### config.mk
export PLATFORM = sky130hd
export DESIGN_NAME = gencon_top
export DESIGN_NICKNAME = d
export VERILOG_FILES = /design/src/verilog/gencon_pkg.sv /design/src/verilog/exec_if.sv /design/src/verilog/sm_adder.sv /design/src/verilog/sm_multiplier.sv /design/src/verilog/calc_exec.sv /design/src/verilog/gencon.sv /design/src/verilog/gencon_top.sv
export VERILOG_INCLUDE_DIRS = /design/src /design/src/verilog
export SDC_FILE = /design/constraint.sdc
export NUM_CORES = 1
export LEC_CHECK = 0
export BUFFER_PORTS_ARGS = -buffer_cell sky130_fd_sc_hd__buf_4
export CAP_MARGIN = 20
export CORE_MARGIN = 4
export CORE_UTILIZATION = 55
export DETAILED_ROUTE_END_ITERATION = 6
export PLACE_DENSITY_LB_ADDON = 0.12
export REMOVE_ABC_BUFFERS = 1
export SYNTH_ARGS = -nofsm -noshare
export SYNTH_HDL_FRONTEND = slang
export SYNTH_SLANG_ARGS = --single-unit
### constraint.sdc
create_clock -name clk -period 4.95 [get_ports clk]
set_input_delay 0.99 -clock clk [delete_from_list [all_inputs] [get_ports clk]]
set_output_delay 0.99 -clock clk [all_outputs]
set_load 0.1 [all_outputs]
### src/verilog/gencon_consts.svh
// calculator core constants
`ifndef GENCON_CONSTS_SVH
`define GENCON_CONSTS_SVH

// full value width including the sign bit
`define GENCON_WIDTH 16
`define GENCON_MAG_WIDTH 15

// keypad side
`define GENCON_DIGIT_WIDTH 4
`define GENCON_OP_WIDTH 3
`define GENCON_RADIX 10

`endif

### src/verilog/gencon_pkg.sv
// calculator core types
`include "gencon_consts.svh"

package gencon_pkg;

    // operator codes as seen on operator_input
    typedef enum logic [`GENCON_OP_WIDTH-1:0] {
        OP_NONE = 3'd0,
        OP_NEG  = 3'd1,
        OP_ADD  = 3'd2,
        OP_SUB  = 3'd3,
        OP_MUL  = 3'd4
    } op_t;

    // entry controller states
    typedef enum logic [3:0] {
        ENTER_OP1, WAIT_SHIFT_OP1, ADD_DIGIT_OP1,
        ENTER_OP2, WAIT_SHIFT_OP2, ADD_DIGIT_OP2,
        START_EXEC, WAIT_EXEC, SHOW_RESULT
    } state_t;

endpackage

### src/verilog/exec_if.sv
// execute request interface
`timescale 1ns/1ps
`include "gencon_consts.svh"

interface exec_if;
    import gencon_pkg::*;

    // request, held from start until finish
    logic [`GENCON_WIDTH-1:0] a;
    logic [`GENCON_WIDTH-1:0] b;
    op_t                      op;
    logic                     start;

    // response, valid while finish is high
    logic [`GENCON_WIDTH-1:0] result;
    logic                     finish;

    modport ctrl (output a, b, op, start, input result, finish);
    modport exec (input a, b, op, start, output result, finish);

endinterface

### src/verilog/sm_adder.sv
// sign-magnitude adder
`timescale 1ns/1ps
`include "gencon_consts.svh"

module sm_adder (
    input  logic                     clk,
    input  logic                     nRST,
    input  logic [`GENCON_WIDTH-1:0] a,
    input  logic [`GENCON_WIDTH-1:0] b,
    input  logic                     sub,
    input  logic                     start,
    output logic [`GENCON_WIDTH-1:0] result,
    output logic                     finish
);
    logic [`GENCON_MAG_WIDTH-1:0] mag_a;
    logic [`GENCON_MAG_WIDTH-1:0] mag_b;
    logic [`GENCON_MAG_WIDTH-1:0] mag_sum;
    logic                         sign_a;
    logic                         sign_b;
    logic                         sign_sum;

    assign mag_a  = a[`GENCON_MAG_WIDTH-1:0];
    assign mag_b  = b[`GENCON_MAG_WIDTH-1:0];
    assign sign_a = a[`GENCON_WIDTH-1];
    // subtraction is addition with b's sign flipped
    assign sign_b = b[`GENCON_WIDTH-1] ^ sub;

    always_comb begin
        if (sign_a == sign_b) begin
            mag_sum  = mag_a + mag_b;
            sign_sum = sign_a;
        end else if (mag_a >= mag_b) begin
            mag_sum  = mag_a - mag_b;
            sign_sum = sign_a;
        end else begin
            mag_sum  = mag_b - mag_a;
            sign_sum = sign_b;
        end
    end

    // zero always reads as +0
    always_ff @(posedge clk) begin
        if (start) begin
            result <= {sign_sum & (|mag_sum), mag_sum};
        end
    end

    always_ff @(posedge clk or negedge nRST) begin
        if (!nRST) begin
            finish <= 1'b0;
        end else begin
            finish <= start;
        end
    end

endmodule

### src/verilog/sm_multiplier.sv
// shift-add sign-magnitude multiplier
`timescale 1ns/1ps
`include "gencon_consts.svh"

module sm_multiplier (
    input  logic                     clk,
    input  logic                     nRST,
    input  logic [`GENCON_WIDTH-1:0] a,
    input  logic [`GENCON_WIDTH-1:0] b,
    input  logic                     start,
    output logic [`GENCON_WIDTH-1:0] result,
    output logic                     finish
);
    logic                         busy;
    logic [3:0]                   step;
    logic                         sign;
    logic [`GENCON_MAG_WIDTH-1:0] mcand;
    logic [`GENCON_MAG_WIDTH-1:0] mplier;
    logic [`GENCON_MAG_WIDTH-1:0] prod;
    logic [`GENCON_MAG_WIDTH-1:0] prod_next;

    // one partial product per cycle, upper bits drop off for the wrap
    assign prod_next = mplier[0] ? prod + mcand : prod;

    always_ff @(posedge clk or negedge nRST) begin
        if (!nRST) begin
            busy   <= 1'b0;
            step   <= '0;
            finish <= 1'b0;
        end else begin
            finish <= 1'b0;
            if (!busy) begin
                if (start) begin
                    busy <= 1'b1;
                    step <= '0;
                end
            end else begin
                step <= step + 4'd1;
                // last step also applies the sign
                if (step == 4'(`GENCON_MAG_WIDTH - 1)) begin
                    busy   <= 1'b0;
                    finish <= 1'b1;
                end
            end
        end
    end

    always_ff @(posedge clk) begin
        if (!busy && start) begin
            mcand  <= a[`GENCON_MAG_WIDTH-1:0];
            mplier <= b[`GENCON_MAG_WIDTH-1:0];
            prod   <= '0;
            sign   <= a[`GENCON_WIDTH-1] ^ b[`GENCON_WIDTH-1];
        end else if (busy) begin
            mcand  <= mcand << 1;
            mplier <= mplier >> 1;
            prod   <= prod_next;
            if (step == 4'(`GENCON_MAG_WIDTH - 1)) begin
                result <= {sign & (|prod_next), prod_next};
            end
        end
    end

endmodule

### src/verilog/calc_exec.sv
// execute unit
`timescale 1ns/1ps
`include "gencon_consts.svh"

module calc_exec (
    input  logic clk,
    input  logic nRST,
    exec_if.exec bus
);
    import gencon_pkg::*;

    logic                     add_start;
    logic                     add_sub;
    logic                     add_finish;
    logic [`GENCON_WIDTH-1:0] add_result;
    logic                     mul_start;
    logic                     mul_finish;
    logic [`GENCON_WIDTH-1:0] mul_result;

    // steer the request by opcode
    assign add_start = bus.start && (bus.op == OP_ADD || bus.op == OP_SUB);
    assign add_sub   = (bus.op == OP_SUB);
    assign mul_start = bus.start && (bus.op == OP_MUL);

    sm_adder u_adder (
        .clk    (clk),
        .nRST   (nRST),
        .a      (bus.a),
        .b      (bus.b),
        .sub    (add_sub),
        .start  (add_start),
        .result (add_result),
        .finish (add_finish)
    );

    sm_multiplier u_mult (
        .clk    (clk),
        .nRST   (nRST),
        .a      (bus.a),
        .b      (bus.b),
        .start  (mul_start),
        .result (mul_result),
        .finish (mul_finish)
    );

    // only one unit is ever running
    assign bus.result = mul_finish ? mul_result : add_result;
    assign bus.finish = add_finish | mul_finish;

endmodule

### src/verilog/gencon.sv
// keypad entry controller
`timescale 1ns/1ps
`include "gencon_consts.svh"

module gencon (
    input  logic                           clk,
    input  logic                           nRST,
    input  logic [`GENCON_DIGIT_WIDTH-1:0] keypad_input,
    input  logic                           read_input,
    input  gencon_pkg::op_t                operator_input,
    input  logic                           equal_input,
    output logic                           complete,
    output logic [`GENCON_WIDTH-1:0]       display_output,
    exec_if.ctrl                           bus
);
    import gencon_pkg::*;

    state_t                         state;
    op_t                            op_latched;
    logic [`GENCON_WIDTH-1:0]       operand1;
    logic [`GENCON_WIDTH-1:0]       operand2;
    logic [`GENCON_DIGIT_WIDTH-1:0] digit;
    logic [`GENCON_MAG_WIDTH-1:0]   digit_ext;
    logic                           is_binop;
    logic                           in_entry;

    assign digit_ext  = {{(`GENCON_MAG_WIDTH - `GENCON_DIGIT_WIDTH){1'b0}}, digit};
    assign is_binop   = (operator_input == OP_ADD) || (operator_input == OP_SUB) ||
                        (operator_input == OP_MUL);
    assign in_entry   = (state == ENTER_OP1) || (state == ENTER_OP2);
    assign complete   = (state == SHOW_RESULT);

    // latched operation unless a x10 step is running on the multiplier
    always_comb begin
        bus.a  = operand1;
        bus.b  = operand2;
        bus.op = op_latched;
        if (state == WAIT_SHIFT_OP1) begin
            bus.b  = `GENCON_WIDTH'(`GENCON_RADIX);
            bus.op = OP_MUL;
        end else if (state == WAIT_SHIFT_OP2) begin
            bus.a  = operand2;
            bus.b  = `GENCON_WIDTH'(`GENCON_RADIX);
            bus.op = OP_MUL;
        end
    end

    // digit held for the add after the shift
    always_ff @(posedge clk) begin
        if (in_entry && read_input) begin
            digit <= keypad_input;
        end
    end

    always_ff @(posedge clk or negedge nRST) begin
        if (!nRST) begin
            state          <= ENTER_OP1;
            op_latched     <= OP_NONE;
            operand1       <= '0;
            operand2       <= '0;
            display_output <= '0;
            bus.start      <= 1'b0;
        end else begin
            bus.start <= 1'b0;
            case (state)
                ENTER_OP1: begin
                    if (operator_input == OP_NEG) begin
                        operand1[`GENCON_WIDTH-1] <= ~operand1[`GENCON_WIDTH-1];
                    end
                    if (is_binop) begin
                        op_latched <= operator_input;
                        state      <= ENTER_OP2;
                    end else if (read_input) begin
                        bus.start <= 1'b1;
                        state     <= WAIT_SHIFT_OP1;
                    end
                end
                WAIT_SHIFT_OP1: begin
                    // sign stays as keyed even on a zero magnitude
                    if (bus.finish) begin
                        operand1[`GENCON_MAG_WIDTH-1:0] <= bus.result[`GENCON_MAG_WIDTH-1:0];
                        state <= ADD_DIGIT_OP1;
                    end
                end
                ADD_DIGIT_OP1: begin
                    operand1[`GENCON_MAG_WIDTH-1:0] <=
                        operand1[`GENCON_MAG_WIDTH-1:0] + digit_ext;
                    state <= ENTER_OP1;
                end
                ENTER_OP2: begin
                    if (operator_input == OP_NEG) begin
                        operand2[`GENCON_WIDTH-1] <= ~operand2[`GENCON_WIDTH-1];
                    end
                    if (equal_input) begin
                        state <= START_EXEC;
                    end else if (read_input) begin
                        bus.start <= 1'b1;
                        state     <= WAIT_SHIFT_OP2;
                    end
                end
                WAIT_SHIFT_OP2: begin
                    if (bus.finish) begin
                        operand2[`GENCON_MAG_WIDTH-1:0] <= bus.result[`GENCON_MAG_WIDTH-1:0];
                        state <= ADD_DIGIT_OP2;
                    end
                end
                ADD_DIGIT_OP2: begin
                    operand2[`GENCON_MAG_WIDTH-1:0] <=
                        operand2[`GENCON_MAG_WIDTH-1:0] + digit_ext;
                    state <= ENTER_OP2;
                end
                START_EXEC: begin
                    bus.start <= 1'b1;
                    state     <= WAIT_EXEC;
                end
                WAIT_EXEC: begin
                    // result shown and operands cleared for the next calculation
                    if (bus.finish) begin
                        display_output <= bus.result;
                        operand1       <= '0;
                        operand2       <= '0;
                        op_latched     <= OP_NONE;
                        state          <= SHOW_RESULT;
                    end
                end
                SHOW_RESULT: begin
                    state <= ENTER_OP1;
                end
                default: begin
                    state <= ENTER_OP1;
                end
            endcase
        end
    end

endmodule

### src/verilog/gencon_top.sv
// calculator core top level
`timescale 1ns/1ps
`include "gencon_consts.svh"

module gencon_top (
    input  logic                           clk,
    input  logic                           nRST,
    input  logic [`GENCON_DIGIT_WIDTH-1:0] keypad_input,
    input  logic                           read_input,
    input  logic [`GENCON_OP_WIDTH-1:0]    operator_input,
    input  logic                           equal_input,
    output logic                           complete,
    output logic [`GENCON_WIDTH-1:0]       display_output
);
    import gencon_pkg::*;

    exec_if bus ();

    gencon u_ctrl (
        .clk            (clk),
        .nRST           (nRST),
        .keypad_input   (keypad_input),
        .read_input     (read_input),
        .operator_input (op_t'(operator_input)),
        .equal_input    (equal_input),
        .complete       (complete),
        .display_output (display_output),
        .bus            (bus)
    );

    calc_exec u_exec (
        .clk  (clk),
        .nRST (nRST),
        .bus  (bus)
    );

endmodule

==> impl_metrics.ini <==
[logic_synthesis]
synth_top_flop_cell = edfxtp_1
synth_compound_gate_area_share_pct = 22.2
synth_top_family_by_area = compound AO/OA/AOI/OAI gates
seq_area_frac_synth_pct = 38.6
synthCells = 1113
synth_cell_type_count = 88
syn_avg_cell_area_um2 = 9.05
ys.warnings.count = 0
synth-seq-cells = 145
syn_area_um2 = 10100
synth_fa_ha_area_share_pct = 9.49
muxShareOfSynthArea_pct = 4.67
synth_xor_area_share_pct = 2.60
synth_edf_count = 67
ys_async_sr_fraction_pct = 43.4
synthSimpleGateAreaFrac_pct = 17.8

[clocking]
htreeDepth = 4
clock_sinks = 145
clock_path_buffers = 2
cts-root-buf = clkbuf_16
clk_pin_slew_ns = 0.07
numCtsBuffers = 17
cts_tree = yes
clock_insertion_delay_worst_skew_ns = 0.43

[placed_design]
place.gp.congestion = 1.02
place_hpwl_um = 22700
placed_area_um2 = 11400
port_buffers = 27

[detailed_routing]
via_count = 9167
post_drt_wl_per_cell_um = 20.1
drt_iter0_drc = 801
first_pass_iters = 5
drcViolationCount = 0
finalWirelength_um = 30200
via_per_inst = 6.10
drtAntennaViolNets = 0

[grt]
grt_pass1_wl_um = 47100
grt_remaining_overflow = 0
grt_max_degree = 64
antenna_found_initial = 0
grt_usage_pct = 29.6
grt_pass1_vias = 8653

[final_layout]
drive_gt1_share_pct = 24.5
num-fill-cells = 1389
area_delta_synth_final_pct = 24.3
final_common_cell = buf_4
antenna_cells = 0
post-route-util_pct = 69.7
finish.instance_area_um2 = 12500
layout_common_cells = buf_4 (177), nand2_1 (128), o21ai_0 (112), nor2_1 (75), edfxtp_1 (67)
multi_input_comb_area_um2 = 6120
nNetsFinal = 1343
regArea_um2 = 3890

[floorplan]
core_area_um2 = 18000
floorplan.initialDensity_pct = 56.1
die_h_um = 143
design.portCount = 28
die_x_um = 143
rows = 49
dieArea_um2 = 20500

[worst_setup_path]
crit_path_end_kind = register
worstSetupStartpointType = register
cp_cell_sequence = nor4b_4 -> buf_6 -> buf_12 -> buf_4 -> mux2i_1 -> buf_4 -> inv_1 -> ha_4 -> buf_4 -> nor3_2 -> buf_4 -> buf_4 -> o211a_4 -> o31ai_4 -> buf_6 -> buf_4 -> nand3_1 -> a31o_2 -> xnor2_2 -> or4_1 -> or4_1 -> o41a_1
max_stage_delay_ns = 0.48
crit_required_ns = 5.12
cp.arrival_ns = 4.99
cp_common_cell = buf_4
critPathMaxFanout = 5
crit_slowest_cell = or4_1
critical_path_class = register to register

[timing]
finalCriticalPeriod_ns = 4.82
hold_viol = 0
clock_skew_ns = 0.0168
finalSetupViolations = 0
max_slew.worst_pin.slew_ns = 1.09
slew_headroom_pct = 26.3
drv_slew = 0
max_freq_mhz = 207
timing.final.crit_share_pct = 97.4

[worst_hold_path]
min_path_type = register to register

[status]
status = complete, no violations

[run]
cap_violations = 0
worst max-delay path: cells and delay by family, from the launching register on:
family	cells	cell delay, ns
xor gates and xnor gates	1	0.16
and+or+nand+nor	5	1.28
AOI/OAI and AO/OA	4	0.95
buffers and inverters	10	1.30
adders and majority gates	1	0.28
muxes	1	0.18
DFF	1	0.44
logic make-up (layout without fill, tap and decap cells):
| kind of cell | Yosys count | count (layout) |
|---|---|---|
| and+or+nand+nor | 365 | 365 |
| AOI/OAI and AO/OA | 340 | 340 |
| DFF | 145 | 145 |
| buffers and inverters | 116 | 276 |
| adders and majority gates | 73 | 73 |
| muxes | 45 | 45 |
| xor gates and xnor gates | 29 | 29 |
Yosys cell counts, types with 4 or more instances:
cell | instances | share of area [%]
a211oi_1 | 6 | 0.45
a21o_1 | 19 | 1.4
a21oi_1 | 67 | 3.3
a22o_1 | 28 | 2.4
a31oi_1 | 15 | 0.93
and2_1 | 8 | 0.50
and3_1 | 16 | 0.99
and4_1 | 5 | 0.43
buf_2 | 4 | 0.20
clkbuf_1 | 47 | 1.8
dfrtp_1 | 63 | 16
dfxtp_1 | 15 | 3.0
edfxtp_1 | 67 | 20
fa_1 | 6 | 1.2
ha_1 | 66 | 8.2
inv_1 | 60 | 2.2
mux2_2 | 12 | 1.3
mux2i_1 | 32 | 3.2
nand2_1 | 130 | 4.8
nand2b_1 | 16 | 0.99
nand3_1 | 25 | 1.2
nand3b_1 | 6 | 0.45
nand4_1 | 4 | 0.25
nor2_1 | 77 | 2.9
nor2b_1 | 17 | 1.1
nor3_1 | 24 | 1.2
nor3b_1 | 7 | 0.52
o211ai_1 | 5 | 0.37
o21a_1 | 10 | 0.75
o21ai_0 | 115 | 5.7
o221ai_1 | 5 | 0.43
o22ai_1 | 5 | 0.31
o31a_1 | 4 | 0.35
o31ai_1 | 9 | 0.67
o32ai_1 | 5 | 0.43
or3_1 | 5 | 0.31
or4_1 | 8 | 0.60
xnor2_1 | 14 | 1.2
xor2_1 | 14 | 1.2
per-stage QoR:
| stage | std cells | hold slack, ns | setup TNS, ns | worst slack (ns) |
|---|---|---|---|---|
| 3_5_place_dp | 1453 | 0.471 | -0.133 | -0.133 |
| 5_1_grt | 1502 | 0.510 | -0.0943 | -0.0943 |
| 4_1_cts | 1485 | 0.485 | 0 | 0.0000959 |
| 2_1_floorplan | 1057 | 0.463 | -0.509 | -0.509 |
| 3_3_place_gp | 1453 | 0.463 | -0.111 | -0.111 |
| 6_report | 1502 | 0.476 | 0 | 0.130 |
routing by layer:
layer	vias to the layer above	global-route usage, %	share of wire (%)
met1	4364	41.8	44
li1	4354	-	-
met5	-	0	0
met4	0	10.5	3.1
met2	383	46.2	45
met3	66	5.06	7.5
area by class of cell:
class	count	share of cell area, %
repair buffers	184	11.4
flip-flops and latches	145	31.1
inverters	60	1.80
clock inverters	15	1.17
well taps	229	2.29
clock buffers	17	3.40
multi-input cells	852	48.9
final timing paths:
path / depth (start not counted) / to / slack [ns] / startpoint
max: 22 / u_exec.u_adder.result[15] / 0.13 / u_ctrl.state[0]
min: 2 / u_ctrl.display_output[6] / 0.48 / u_ctrl.display_output[6]
max reg2reg: 22 / u_exec.u_adder.result[15] / 0.13 / u_ctrl.state[0]
min reg2reg: 2 / u_ctrl.display_output[6] / 0.48 / u_ctrl.display_output[6]
max in group asynchronous: 1 / u_ctrl.state[0] / 3.73 / nRST
min in group asynchronous: 1 / u_ctrl.display_output[0] / 0.62 / nRST
registers in the layout (all words and copies together), names as in the netlist:
name,count
u_exec.u_mult.prod,15
u_ctrl.bus.start,1
u_ctrl.op_latched,3
u_exec.u_mult.busy,1
u_exec.u_mult.sign,1
u_exec.u_mult.result,16
u_exec.u_mult.step,4
u_exec.u_adder.result,16
u_ctrl.operand1,16
u_exec.u_mult.finish,1
u_ctrl.digit,4
u_ctrl.operand2,16
u_exec.u_mult.mplier,15
u_exec.u_adder.finish,1
u_ctrl.state,4
u_exec.u_mult.mcand,15
u_ctrl.display_output,16
what timing repair did:
item,4_1_cts,5_1_grt
hold buffers,0,0
setup endpoints to repair,1,1
pin swaps,2,24
endpoints found under the hold margin,0,0
gates cloned,0,1
setup buffers,0,16
resized for setup,14,63
Power is not shown: default switching activity piles up to over one toggle a cycle in this logic, so the estimate is an artifact.
